===== src/design/enc_macros.svh =====
// encoder interface constants: channel count, widths, reset value, address map, filter length
`ifndef ENC_MACROS_SVH
`define ENC_MACROS_SVH

// ----------------------------------------
// sizing
// ----------------------------------------
`define ENC_NUM_CHANNELS 4          // channels numbered 1 to ENC_NUM_CHANNELS
`define ENC_CNT_W        24         // position count width
`define ENC_PERD_W       32         // period timer width
`define ENC_REG_W        32         // host read bus width

// value the counters and preloads start from
`define ENC_MIDRANGE     24'h800000

// consecutive equal samples needed before a filtered line moves
`define ENC_DEB_CYCLES   8

// ----------------------------------------
// write address map
// ----------------------------------------
`define ENC_ADDR_MAIN    4'h0       // waddr[15:12], main register space
`define ENC_OFF_LOAD     4'h4       // waddr[3:0], preload register offset

`endif


===== src/design/enc_pkg.sv =====
// shared encoder types: position count, counter result, period value, channel index
`include "enc_macros.svh"

package enc_pkg;

   // raw position count, wraps modulo 2^ENC_CNT_W
   typedef logic [`ENC_CNT_W-1:0] enc_count_t;

   // counter result as seen on the read bus, overflow in the msb
   typedef struct packed {
      logic       ovf;    // sticky, set on any wrap
      enc_count_t count;
   } enc_quad_t;

   // clock cycle count, saturates at all ones
   typedef logic [`ENC_PERD_W-1:0] enc_period_t;

   // channel number as carried in waddr[7:4] and reg_raddr_chan
   typedef logic [3:0] enc_chan_t;

endpackage


===== src/design/enc_chan_if.sv =====
// per-channel link carrying preload and load to a channel and its measurements back
interface enc_chan_if import enc_pkg::*; ();

   // register control to channel
   enc_count_t  preload;   // preload value, valid with load
   logic        load;      // one-cycle strobe after an accepted write

   // channel to register control
   enc_quad_t   quad;      // position count with overflow
   enc_period_t perd;      // full cycle, sum of the last four quarters
   enc_period_t qtr1;      // latest quarter period
   enc_period_t qtr5;      // quarter period four edges back
   enc_period_t run;       // cycles since the last edge

   modport ctrl (
      output preload,
      output load,
      input  quad,
      input  perd,
      input  qtr1,
      input  qtr5,
      input  run
   );

   modport chan (
      input  preload,
      input  load,
      output quad,
      output perd,
      output qtr1,
      output qtr5,
      output run
   );

endinterface


===== src/design/enc_debounce.sv =====
// encoder line filter: two-flop synchronizer followed by a stability counter
`include "enc_macros.svh"

module enc_debounce (
   input  logic sysclk,   // system clock
   input  logic rst,      // sync reset, active high
   input  logic raw,      // asynchronous pad level
   output logic filt      // filtered level
);

   localparam int CNT_W = $clog2(`ENC_DEB_CYCLES + 1);

   logic             sync1, sync2;   // synchronizer stages
   logic [CNT_W-1:0] stable_cnt;     // samples already seen at the new level
   logic             filt_q;

   // ----------------------------------------
   // synchronizer
   // ----------------------------------------
   always_ff @(posedge sysclk) begin
      if (rst) begin
         sync1 <= 1'b0;   // line assumed low
         sync2 <= 1'b0;
      end else begin
         sync1 <= raw;
         sync2 <= sync1;
      end
   end

   // ----------------------------------------
   // stability filter
   // ----------------------------------------
   // output flips on the ENC_DEB_CYCLES-th consecutive differing sample,
   // any sample back at the old level starts the count over
   always_ff @(posedge sysclk) begin
      if (rst) begin
         stable_cnt <= '0;
         filt_q     <= 1'b0;
      end else if (sync2 == filt_q) begin
         stable_cnt <= '0;                                  // glitch ended or no change
      end else if (stable_cnt == CNT_W'(`ENC_DEB_CYCLES - 1)) begin
         filt_q     <= sync2;                               // held long enough
         stable_cnt <= '0;
      end else begin
         stable_cnt <= stable_cnt + 1'b1;
      end
   end

   assign filt = filt_q;

endmodule


===== src/design/enc_quad_counter.sv =====
// 4x quadrature decoder with preloadable position count, sticky overflow and direction
`include "enc_macros.svh"

module enc_quad_counter import enc_pkg::*; (
   input  logic       sysclk,    // system clock
   input  logic       rst,       // sync reset, active high
   input  logic       a,         // filtered A line
   input  logic       b,         // filtered B line
   input  logic       load,      // preload strobe, wins over an edge
   input  enc_count_t preload,   // value taken on load
   output enc_quad_t  quad,      // overflow and count
   output logic       dir,       // direction of the last edge, 1 = up
   output logic       step       // high in the cycle an edge is seen
);

   logic      a_q, b_q;   // previous line levels
   logic      up;         // decoded direction of the current edge
   enc_quad_t quad_q;
   logic      dir_q;

   // any change on either line is one quarter step
   assign step = (a ^ a_q) | (b ^ b_q);

   // A leading B counts up: new A differs from old B
   assign up = a ^ b_q;

   always_ff @(posedge sysclk) begin
      if (rst) begin
         a_q    <= 1'b0;
         b_q    <= 1'b0;
         quad_q <= '{ovf: 1'b0, count: `ENC_MIDRANGE};
         dir_q  <= 1'b0;
      end else begin
         a_q <= a;
         b_q <= b;
         if (load) begin
            quad_q.count <= preload;
            quad_q.ovf   <= 1'b0;   // a fresh preload clears the wrap flag
         end else if (step) begin
            dir_q <= up;
            if (up) begin
               quad_q.count <= quad_q.count + 1'b1;
               quad_q.ovf   <= quad_q.ovf | (&quad_q.count);   // wrap to zero
            end else begin
               quad_q.count <= quad_q.count - 1'b1;
               quad_q.ovf   <= quad_q.ovf | ~(|quad_q.count);  // wrap to all ones
            end
         end
      end
   end

   assign quad = quad_q;
   assign dir  = dir_q;

endmodule


===== src/design/enc_period_meter.sv =====
// edge timing: latest and old quarter periods, full cycle and running count
`include "enc_macros.svh"

module enc_period_meter import enc_pkg::*; (
   input  logic        sysclk,   // system clock
   input  logic        rst,      // sync reset, active high
   input  logic        step,     // one cycle per filtered edge
   output enc_period_t perd,     // sum of the last four quarters
   output enc_period_t qtr1,     // latest quarter
   output enc_period_t qtr5,     // quarter four edges before the latest
   output enc_period_t run       // cycles since the last edge
);

   enc_period_t               tmr;        // free-running since the last edge
   logic                      armed;      // first edge seen, timer has a reference
   logic                      tmr_max;
   enc_period_t               qtr_new;    // quarter ending at this edge
   enc_period_t               hist [0:3]; // hist[0] newest
   enc_period_t               old_q;      // entry pushed out of the history
   logic [`ENC_PERD_W+1:0]    sum;        // two guard bits for four terms

   assign tmr_max = &tmr;

   // edge falls on the cycle after the last timer value, so add one
   assign qtr_new = tmr_max ? tmr : tmr + 1'b1;

   // ----------------------------------------
   // timer and quarter history
   // ----------------------------------------
   always_ff @(posedge sysclk) begin
      if (rst) begin
         tmr     <= '0;
         armed   <= 1'b0;
         hist[0] <= '0;
         hist[1] <= '0;
         hist[2] <= '0;
         hist[3] <= '0;
         old_q   <= '0;
      end else if (step) begin
         tmr   <= '0;             // restart at every edge
         armed <= 1'b1;
         if (armed) begin         // first edge after reset only sets the reference
            hist[0] <= qtr_new;
            hist[1] <= hist[0];
            hist[2] <= hist[1];
            hist[3] <= hist[2];
            old_q   <= hist[3];
         end
      end else if (armed && !tmr_max) begin
         tmr <= tmr + 1'b1;       // stops at all ones
      end
   end

   // ----------------------------------------
   // outputs
   // ----------------------------------------
   assign sum = {2'b00, hist[0]} + {2'b00, hist[1]}
              + {2'b00, hist[2]} + {2'b00, hist[3]};

   // saturate the full cycle when the guard bits are used
   assign perd = (|sum[`ENC_PERD_W+1:`ENC_PERD_W]) ? '1 : sum[`ENC_PERD_W-1:0];
   assign qtr1 = hist[0];
   assign qtr5 = old_q;
   assign run  = tmr;

endmodule


===== src/design/enc_channel.sv =====
// one encoder channel: line filters, position counter and period meter
module enc_channel (
   input  logic       sysclk,   // system clock
   input  logic       rst,      // sync reset, active high
   input  logic       enc_a,    // raw A pad
   input  logic       enc_b,    // raw B pad
   enc_chan_if.chan   bus       // preload in, measurements out
);

   logic a_filt;   // filtered A
   logic b_filt;   // filtered B
   logic step;     // edge seen by the counter

   // ----------------------------------------
   // line filters
   // ----------------------------------------
   enc_debounce filt_a_i (
      .sysclk (sysclk),
      .rst    (rst),
      .raw    (enc_a),
      .filt   (a_filt)
   );

   enc_debounce filt_b_i (
      .sysclk (sysclk),
      .rst    (rst),
      .raw    (enc_b),
      .filt   (b_filt)
   );

   // position count, dir stays local since periods are unsigned
   enc_quad_counter quad_i (
      .sysclk  (sysclk),
      .rst     (rst),
      .a       (a_filt),
      .b       (b_filt),
      .load    (bus.load),
      .preload (bus.preload),
      .quad    (bus.quad),
      .dir     (),
      .step    (step)
   );

   // edge-to-edge timing
   enc_period_meter perd_i (
      .sysclk (sysclk),
      .rst    (rst),
      .step   (step),
      .perd   (bus.perd),
      .qtr1   (bus.qtr1),
      .qtr5   (bus.qtr5),
      .run    (bus.run)
   );

endmodule


===== src/design/enc_reg_ctrl.sv =====
// encoder register block: preload writes, load strobes and read-side channel select
`include "enc_macros.svh"

module enc_reg_ctrl import enc_pkg::*; (
   input  logic                  sysclk,           // system clock
   input  logic                  rst,              // sync reset, active high
   input  logic [15:0]           reg_waddr,        // host write address
   input  logic [31:0]           reg_wdata,        // host write data
   input  logic                  reg_wen,          // host write enable
   input  enc_chan_t             reg_raddr_chan,   // channel to read
   enc_chan_if.ctrl              chan [1:`ENC_NUM_CHANNELS],
   output logic [`ENC_REG_W-1:0] reg_preload,
   output logic [`ENC_REG_W-1:0] reg_quad_data,
   output logic [`ENC_REG_W-1:0] reg_perd_data,
   output logic [`ENC_REG_W-1:0] reg_qtr1_data,
   output logic [`ENC_REG_W-1:0] reg_qtr5_data,
   output logic [`ENC_REG_W-1:0] reg_run_data
);

   enc_count_t                  preload_q [1:`ENC_NUM_CHANNELS];
   logic [1:`ENC_NUM_CHANNELS]  load_q;          // one strobe per channel
   enc_chan_t                   wr_chan;
   logic                        wr_hit;          // accepted preload write
   logic                        rd_ok;           // read channel exists
   enc_quad_t                   quad_rd [1:`ENC_NUM_CHANNELS];
   enc_period_t                 perd_rd [1:`ENC_NUM_CHANNELS];
   enc_period_t                 qtr1_rd [1:`ENC_NUM_CHANNELS];
   enc_period_t                 qtr5_rd [1:`ENC_NUM_CHANNELS];
   enc_period_t                 run_rd  [1:`ENC_NUM_CHANNELS];

   // ----------------------------------------
   // write decode
   // ----------------------------------------
   assign wr_chan = reg_waddr[7:4];
   assign wr_hit  = reg_wen
                  && (reg_waddr[15:12] == `ENC_ADDR_MAIN)
                  && (reg_waddr[3:0] == `ENC_OFF_LOAD)
                  && (wr_chan != '0)
                  && (wr_chan <= enc_chan_t'(`ENC_NUM_CHANNELS));

   always_ff @(posedge sysclk) begin
      if (rst) begin
         load_q <= '0;
         for (int i = 1; i <= `ENC_NUM_CHANNELS; i++) begin
            preload_q[i] <= `ENC_MIDRANGE;
         end
      end else begin
         load_q <= '0;                                      // strobe lasts one cycle
         if (wr_hit) begin
            preload_q[wr_chan] <= reg_wdata[`ENC_CNT_W-1:0];
            load_q[wr_chan]    <= 1'b1;
         end
      end
   end

   // interface arrays need constant indices, so flatten per channel
   for (genvar i = 1; i <= `ENC_NUM_CHANNELS; i++) begin : g_chan
      assign chan[i].preload = preload_q[i];
      assign chan[i].load    = load_q[i];
      assign quad_rd[i]      = chan[i].quad;
      assign perd_rd[i]      = chan[i].perd;
      assign qtr1_rd[i]      = chan[i].qtr1;
      assign qtr5_rd[i]      = chan[i].qtr5;
      assign run_rd[i]       = chan[i].run;
   end

   // ----------------------------------------
   // read select
   // ----------------------------------------
   assign rd_ok = (reg_raddr_chan != '0)
                && (reg_raddr_chan <= enc_chan_t'(`ENC_NUM_CHANNELS));   // else reads zero

   assign reg_preload   = rd_ok ? `ENC_REG_W'(preload_q[reg_raddr_chan]) : '0;
   assign reg_quad_data = rd_ok ? `ENC_REG_W'(quad_rd[reg_raddr_chan])   : '0;   // ovf at bit 24
   assign reg_perd_data = rd_ok ? perd_rd[reg_raddr_chan] : '0;
   assign reg_qtr1_data = rd_ok ? qtr1_rd[reg_raddr_chan] : '0;
   assign reg_qtr5_data = rd_ok ? qtr5_rd[reg_raddr_chan] : '0;
   assign reg_run_data  = rd_ok ? run_rd[reg_raddr_chan]  : '0;

endmodule


===== src/design/enc_top.sv =====
// quadrature encoder subsystem top: per-channel decoders behind a host register block
`include "enc_macros.svh"

module enc_top (
   input  logic                        sysclk,           // system clock
   input  logic                        rst,              // sync reset, active high
   input  logic [1:`ENC_NUM_CHANNELS]  enc_a,            // raw A pads
   input  logic [1:`ENC_NUM_CHANNELS]  enc_b,            // raw B pads
   input  logic [3:0]                  reg_raddr_chan,   // read channel select
   input  logic [15:0]                 reg_waddr,        // write address
   input  logic [31:0]                 reg_wdata,        // write data
   input  logic                        reg_wen,          // write enable
   output logic [31:0]                 reg_preload,      // selected preload
   output logic [31:0]                 reg_quad_data,    // count, overflow at bit 24
   output logic [31:0]                 reg_perd_data,    // full cycle period
   output logic [31:0]                 reg_qtr1_data,    // latest quarter period
   output logic [31:0]                 reg_qtr5_data,    // older quarter period
   output logic [31:0]                 reg_run_data      // running period
);

   // one link per channel
   enc_chan_if chan_bus [1:`ENC_NUM_CHANNELS] ();

   // ----------------------------------------
   // encoder channels
   // ----------------------------------------
   for (genvar i = 1; i <= `ENC_NUM_CHANNELS; i++) begin : g_enc
      enc_channel chan_i (
         .sysclk (sysclk),
         .rst    (rst),
         .enc_a  (enc_a[i]),
         .enc_b  (enc_b[i]),
         .bus    (chan_bus[i].chan)
      );
   end

   // host side, write decode and read select
   enc_reg_ctrl ctrl_i (
      .sysclk         (sysclk),
      .rst            (rst),
      .reg_waddr      (reg_waddr),
      .reg_wdata      (reg_wdata),
      .reg_wen        (reg_wen),
      .reg_raddr_chan (reg_raddr_chan),
      .chan           (chan_bus),
      .reg_preload    (reg_preload),
      .reg_quad_data  (reg_quad_data),
      .reg_perd_data  (reg_perd_data),
      .reg_qtr1_data  (reg_qtr1_data),
      .reg_qtr5_data  (reg_qtr5_data),
      .reg_run_data   (reg_run_data)
   );

endmodule


===== config.mk =====
export PLATFORM = sky130hd
export DESIGN_NAME = enc_top
export DESIGN_NICKNAME = d
export VERILOG_FILES = /design/src/design/enc_pkg.sv /design/src/design/enc_chan_if.sv /design/src/design/enc_debounce.sv /design/src/design/enc_quad_counter.sv /design/src/design/enc_period_meter.sv /design/src/design/enc_channel.sv /design/src/design/enc_reg_ctrl.sv /design/src/design/enc_top.sv
export VERILOG_INCLUDE_DIRS = /design/src /design/src/design
export SDC_FILE = /design/constraint.sdc
export NUM_CORES = 2
export LEC_CHECK = 0
export BUFFER_PORTS_ARGS = -buffer_cell sky130_fd_sc_hd__buf_2
export CAP_MARGIN = 20
export CORE_MARGIN = 1.5
export CORE_UTILIZATION = 55
export DETAILED_ROUTE_END_ITERATION = 8
export GPL_TIMING_DRIVEN = 0
export PLACE_DENSITY = 0.72
export SYNTH_ARGS = -nofsm -noshare
export SYNTH_HDL_FRONTEND = slang
export SYNTH_SLANG_ARGS = --single-unit

===== constraint.sdc =====
create_clock -name sysclk -period 9.7 [get_ports sysclk]
set_clock_uncertainty 0.05 [all_clocks]
set_input_delay 1.94 -clock sysclk [delete_from_list [all_inputs] [get_ports sysclk]]
set_output_delay 1.94 -clock sysclk [all_outputs]
set_load 0.05 [all_outputs]

# [Word level (Yosys, flattened, before mapping)]
# Memory sizes are Yosys's and may differ from the RTL's.
# Index checks and enable logic that the tools add are counted.
[totals] ff_bits=428 latchBits=0 ramBits=608 romBits=0 input_bits=63 memories=5
[mem_list] memory="g_enc[1].chan_i.perd_i.hist" words=4 word_bits=32 read_ports=4 rd_clocked_by_memory_dff=0 wr=4 line_no="enc_period_meter.sv:18" text="enc_period_t hist [0:3];"
[mem_list] memory="g_enc[2].chan_i.perd_i.hist" words=4 word_bits=32 read_ports=4 rd_clocked_by_memory_dff=0 wr=4 line_no="enc_period_meter.sv:18"
[mem_list] memory="g_enc[3].chan_i.perd_i.hist" words=4 word_bits=32 read_ports=4 rd_clocked_by_memory_dff=0 wr=4 line_no="enc_period_meter.sv:18"
[mem_list] memory="g_enc[4].chan_i.perd_i.hist" words=4 word_bits=32 read_ports=4 rd_clocked_by_memory_dff=0 wr=4 line_no="enc_period_meter.sv:18"
[mem_list] memory="ctrl_i.preload_q" words=4 word_bits=24 read_ports=5 rd_clocked_by_memory_dff=0 wr=4 line_no="enc_reg_ctrl.sv:20" text="enc_count_t preload_q [1:`ENC_NUM_CHANNELS];"
[op_classes] addsub=32 mul=0 div=0 order_cmp=5 eq_ne=17 n_shift=0 muxes=83 n_bitwise=55 reduce_logical=67
[op_table] operator="$mux W32" n=36
[op_table] operator="$bmux W32 S3" n=4
[op_table] operator="$mux W24" n=10
[op_table] operator="$mux W25" n=7
[op_table] operator="$add A33 B32 Y34" n=4
[op_table] operator="$add A34 B32 Y34" n=4
[op_table] operator="$add A32 B32 Y33" n=4
[op_table] operator="$add A32 B1 Y32 const B" n=4
[op_table] operator="$reduce_and A32 Y1" n=4
[op_table] operator="$reduce_or A24 Y1" n=5
[op_table] operator="$add A24 B1 Y24 const B" n=4
[op_table] operator="$reduce_and A24 Y1" n=4
[op_table] operator="$sub A24 B1 Y24 const B" n=4
[op_table] operator="$bmux W25 S3" n=1
[op_table] operator="$eq A4 B3 Y1 const B" n=9
[op_table] operator="$add A4 B1 Y4 const B" n=8
[op_table] operator="$or A1 B1 Y1" n=28
[op_table] operator="$reduce_or A2 Y1" n=13
[op_table] operator="$reduce_and A2 Y1" n=12
[op_table] operator="$reduce_or A3 Y1" n=8
[op_table] operator="$mux W1" n=23
[op_table] operator="$not A1 Y1" n=13
[op_table] operator="$xor A1 B1 Y1" n=12
[op_table] operator="$ge A5 B4 Y1 const B" n=2
[op_table] operator="11 further kinds" n=36

# [Depth between registers and ports, before layout]
[depth] word_depth=10 mapped_depth=19 depth_no_buf=17

# [By module]
# A second synthesis with hierarchy kept.
[unflattened] cells_unflattened=7391 hier_area_um2=68219.2
[modules_own_cells] module="enc_period_meter at g_enc[2].chan_i.perd_i ..." n_inst=2 cells_per_inst=1177 area_each_um2=11496.0
[modules_own_cells] module="enc_period_meter at g_enc[1].chan_i.perd_i" n_inst=1 cells_per_inst=1178 area_each_um2=11329.6
[modules_own_cells] module="enc_period_meter at g_enc[4].chan_i.perd_i" n_inst=1 cells_per_inst=1152 area_each_um2=11263.3
[modules_own_cells] module="enc_reg_ctrl" n_inst=1 cells_per_inst=1127 area_each_um2=10522.6
[modules_own_cells] module="enc_quad_counter" n_inst=4 cells_per_inst=349 area_each_um2=2527.4
[modules_own_cells] module="enc_debounce" n_inst=8 cells_per_inst=23 area_each_um2=250.2

# [Worst setup path before layout]
# Ideal clock, no wire load.
[synth_path] path_kind="reg-to-output" from="memory g_enc[4].chan_i.perd_i.hist[0][1] (netlist name)" to="output port reg_perd_data[30]" arrival_ns=4.988 path_slack_ns=2.722 stages_incl_launch_ff=19 path_buffers=1 cell_sequence="edfxtp_1 inv_1 fa_1 fa_1 inv_1 ha_1 inv_1 fa_1 nor2b_1 o31ai_1 a21oi_1 a211oi_1 o311a_1 o211ai_1 mux2i_1 nand2_1 clkbuf_1 a31oi_1 a211oi_1"
[synth_rtl] element="from (decl)" line_no="enc_period_meter.sv:18"
[synth_rtl] element="to (decl)" line_no="enc_top.sv:15" text="output logic [31:0] reg_perd_data,"

==> impl_table.tex <==
\begin{tabular}{lr}
\hline
Metric & Value \\
\hline
\multicolumn{2}{l}{\textbf{Timing}} \\
Slew Viols, Final & 0 \\
Final setup violation count & 0 \\
Setup TNS & 0 ns \\
Unrepaired setup endpoints after global routing & no \\
Final min period & 8.85 ns \\
Worst slew pin tran & 1.26 ns \\
Relative slew slack & 0.157 \\
Fmax & 113 MHz \\
Final worst slack & 0.847 ns \\
Final hold violations & 0 \\
Fin crit share & 0.913 \\
\multicolumn{2}{l}{\textbf{Floorplanning}} \\
Number of cell rows & 128 \\
Area enclosed by the die boundary & 124,000 um2 \\
Placeable core region & 122,000 um2 \\
Count of pins on the block boundary & 255 \\
Die X-Extent & 353 um \\
Initial core utilization & 0.553 \\
Y dimension of the die & 353 um \\
\multicolumn{2}{l}{\textbf{Yosys}} \\
Post-synthesis cell count & 6,939 \\
Sequential element share of the synthesized area & 0.442 \\
Synthesized flop and latch total & 1,132 \\
Cell area after technology mapping & 67,200 um2 \\
Most instantiated flip-flop cell in the synthesis netlist & edfxtp\_1 \\
Avg Cell Area, Syn & 9.69 um2 \\
Ys Warns & 0 \\
Share of synthesized flip-flops with an asynchronous set or reset & 0 \\
Yosys cell types & 95 \\
Number of flops mapped to enable cells by yosys & 704 \\
\multicolumn{2}{l}{\textbf{Setup path}} \\
CP Buf/Inv Count & 5 \\
Element type at the critical path end & output port \\
Max stage delay on crit path & 0.58 ns \\
Setup Crit Path Kind & register to output port \\
Worst-path cell chain & fa\_1 > inv\_1 > fa\_1 > inv\_1 > ha\_1 > inv\_1 > fa\_1 > nand2b\_1 > a21oi\_1 > o22ai\_1 > a21oi\_1 > a31o\_2 > a31oi\_1 > a31oi\_1 > clkbuf\_1 > o22ai\_1 > a21oi\_1 > buf\_2 \\
Cell family with the largest share of critical-path delay & compound AO/OA/AOI/OAI gates \\
Endpoint required time on the critical path & 7.71 ns \\
Peak fanout along the critical path & 10 \\
Cell type of the slowest stage on the worst timing path & clkbuf\_1 \\
Type of element launching the critical path & register \\
Arrival time reported for the critical path endpoint & 6.86 ns \\
\multicolumn{2}{l}{\textbf{GRT}} \\
Pin count of the biggest net entering global routing & 100 \\
Global-route wire length before repair & 328 mm \\
Via count of the first global-routing pass & 52,227 \\
Initial antenna violation count & 4 \\
Global router's overall resource usage & 0.357 \\
Total gr overflow & 0 \\
\multicolumn{2}{l}{\textbf{Detailed routing}} \\
Number of vias after detailed routing & 54,191 \\
Violation count after the first detailed-route iteration & 6,321 \\
Remaining antenna violation count & 0 \\
Detailed-route vias per instance & 5.93 \\
DRC Markers & 0 \\
Wire length after detailed routing & 225 mm \\
Drt pass-1 iters & 6 \\
Routed length per placed instance & 24.7 um \\
\multicolumn{2}{l}{\textbf{Power and ir drop}} \\
Peak supply drop & 0.189 mV \\
Clock share of power & 0.389 \\
Cell internal power dissipation & 8.68 mW \\
Proportion of power drawn by combinational gates & 0.181 \\
Switching Share & 0.296 \\
Leakage power total & 30.6 nW \\
Sequential fraction of design power & 0.430 \\
P per Cell Area & 164 nW/um2 \\
NetSw & 3.65 mW \\
Total power after layout & 12.3 mW \\
\multicolumn{2}{l}{\textbf{Clock tree}} \\
\# hold bufs at CTS & 0 \\
Clock Path Buffers & 3 \\
CTS buffer count & 120 \\
Number of cells upsized or downsized after cts & 0 \\
Clock sink total & 1,132 \\
Clock latency on the worst-skew pair & 0.77 ns \\
Root cell of the clock tree & clkbuf\_16 \\
Clock transition at the registers of the reported paths & 0.06 ns \\
TritonCTS clock tree & yes \\
Post-CTS setup buffers & 0 \\
Count of H-tree levels built during CTS & 3 \\
\multicolumn{2}{l}{\textbf{Placement}} \\
HPWL after detailed placement & 176 mm \\
Global placement routability congestion & 1.02 \\
Worst setup slack after placement & 1.10 ns \\
Port Buffers & 226 \\
\multicolumn{2}{l}{\textbf{Layout}} \\
Fraction of layout instances using a drive strength above 1 & 0.0901 \\
Layout Nets & 7,960 \\
Fillcell total & 10,227 \\
Area growth from synthesis to layout & 11.7\% \\
Core Util, Final & 0.618 \\
\multicolumn{2}{l}{\textbf{Worst hold path}} \\
Worst Hold Class & register to register \\
\multicolumn{2}{l}{\textbf{Flow run}} \\
Number of maximum-capacitance violations & 0 \\
\multicolumn{2}{l}{\textbf{Status}} \\
Result of the run & finished clean \\
\hline
\end{tabular}
[power groups by stage]
stage	clock network (mW)	registers, mW	logic, mW
after floorplan	0	5.38	1.48
after global placement	0	5.41	2.14
after detailed placement	0	5.40	2.17
after CTS	4.82	5.30	2.19
after global routing	5.00	5.31	2.38
final	4.80	5.30	2.23
[logic make-up after synthesis]
logic type | count (synthesis) | share of synthesized area
simple gates | 2067 | 0.142
other cells | 1 | 0.0000558
fa+ha+maj | 492 | 0.121
buf+inv | 1209 | 0.0697
compound gates | 1453 | 0.136
mux | 171 | 0.0360
xor+xnor | 414 | 0.0539
flops | 1132 | 0.442
[synthesized netlist by cell type, drive strengths merged, types with 38 or more instances]
cell,number,area [um2]
edfxtp,704,21100
a21o,87,653
xor2,188,1650
fa,260,5200
nor3,57,308
o21ai,359,1800
or3,72,460
a221o,62,621
a21oi,489,2450
a211oi,75,568
nand4,67,419
nor2,898,3370
a22oi,41,308
and2,140,881
ha,232,2900
clkbuf,311,1170
nand2,488,1830
nand3,89,468
inv,830,3120
buf,67,393
nor2b,44,275
and3,64,417
xnor2,226,1980
a221oi,55,482
nor4,41,302
o21a,38,285
mux4,48,1080
mux2,88,991
dfxtp,428,8570
[layout make-up]
class	count	area [um2]	share of cell area
Antenna cell	2	5.00	0.0000666
Buffer	378	1570	0.0209
Clock buffer	163	3390	0.0451
Clock inverter	67	707	0.00941
Inverter	831	3140	0.0418
Multi-Input combinational cell	4708	33300	0.443
Sequential cell	1132	29700	0.396
Tap cell	1625	2030	0.0271
Timing Repair Buffer	234	1290	0.0172
[state kept, by name (all words and copies together) (netlist names)]
register	cells
g_enc.chan_i.perd_i.hist	512
ctrl_i.preload_q	192
g_enc.chan_i.perd_i.qtr5	128
g_enc.chan_i.perd_i.run	128
g_enc.chan_i.quad_i.quad	100
g_enc.chan_i.filt_a_i.stable_cnt	16
g_enc.chan_i.filt_b_i.stable_cnt	16
ctrl_i.load_q	4
g_enc.chan_i.filt_a_i.filt	4
g_enc.chan_i.filt_a_i.sync1	4
g_enc.chan_i.filt_a_i.sync2	4
g_enc.chan_i.filt_b_i.filt	4
g_enc.chan_i.filt_b_i.sync1	4
g_enc.chan_i.filt_b_i.sync2	4
g_enc.chan_i.perd_i.armed	4
g_enc.chan_i.quad_i.a_q	4
g_enc.chan_i.quad_i.b_q	4
[worst register-to-register path, cell delays in order, from the launching register on]
cell and delay [ns]:
dfxtp_1 0.43, xor2_1 0.76, inv_1 0.67, ha_1 0.57, a21o_1 0.25, or3_1 0.33, o211a_1 0.27, a2111oi_2 0.59
o21a_1 0.21, o32ai_1 0.17, a221oi_1 0.33, xnor2_1 0.21, nand2_1 0.10, a221oi_1 0.26
[worst paths after layout]
check / startpoint / end / slack, ns / depth (start not counted)
setup / recovery: g_enc[2].chan_i.perd_i.hist[0][0] / reg_perd_data[0] / 0.85 / 18
hold / removal: g_enc[3].chan_i.filt_b_i.sync1 / g_enc[3].chan_i.filt_b_i.sync2 / 0.36 / 1
setup reg to reg: g_enc[2].chan_i.filt_a_i.filt / g_enc[2].chan_i.quad_i.quad[22] / 4.39 / 13
hold reg to reg: g_enc[3].chan_i.filt_b_i.sync1 / g_enc[3].chan_i.filt_b_i.sync2 / 0.36 / 1
[placed cells by master (no fill, tap or decap), types with 33 or more instances in the layout]
master	synthesis	final
edfxtp_1	704	704
nor2b_1	44	44
fa_1	260	260
nor4_1	38	38
nor2_1	898	898
nor3_1	55	55
clkbuf_16	0	124
mux2i_1	35	35
a31oi_1	36	36
clkbuf_1	307	331
inv_1	830	826
nand2_1	487	487
o21a_1	38	38
nand2b_1	33	33
a221o_1	62	62
a221oi_1	55	55
xor2_1	188	188
a211oi_1	74	74
a21o_1	87	87
o21ai_0	356	356
ha_1	232	232
nand4_1	67	67
buf_2	20	246
and3_1	60	60
nand3_1	86	86
a22oi_1	41	41
dfxtp_1	428	428
a21oi_1	489	489
and2_1	138	138
mux2_2	88	88
mux4_2	48	48
or3_1	70	70
xnor2_1	226	225
conb_1	1	111
[layer usage]
| layer | global-route usage | part of all wire | vias up |
|---|---|---|---|
| li1 | - | - | 24691 |
| met1 | 0.442 | 0.38 | 26200 |
| met2 | 0.571 | 0.46 | 2634 |
| met3 | 0.0529 | 0.076 | 664 |
| met4 | 0.260 | 0.087 | 2 |
| met5 | 0 | 0.000058 | - |
[metrics by stage]
stage	area [um2]	instances	hold WS, ns
floorplan	67700	7049	0.364
global placement	70800	8900	0.372
detailed placement	71000	8907	0.370
CTS	75100	9137	0.359
global route	75100	9139	0.372
finish	75100	9140	0.362
(Power assumes the default switching activity.)
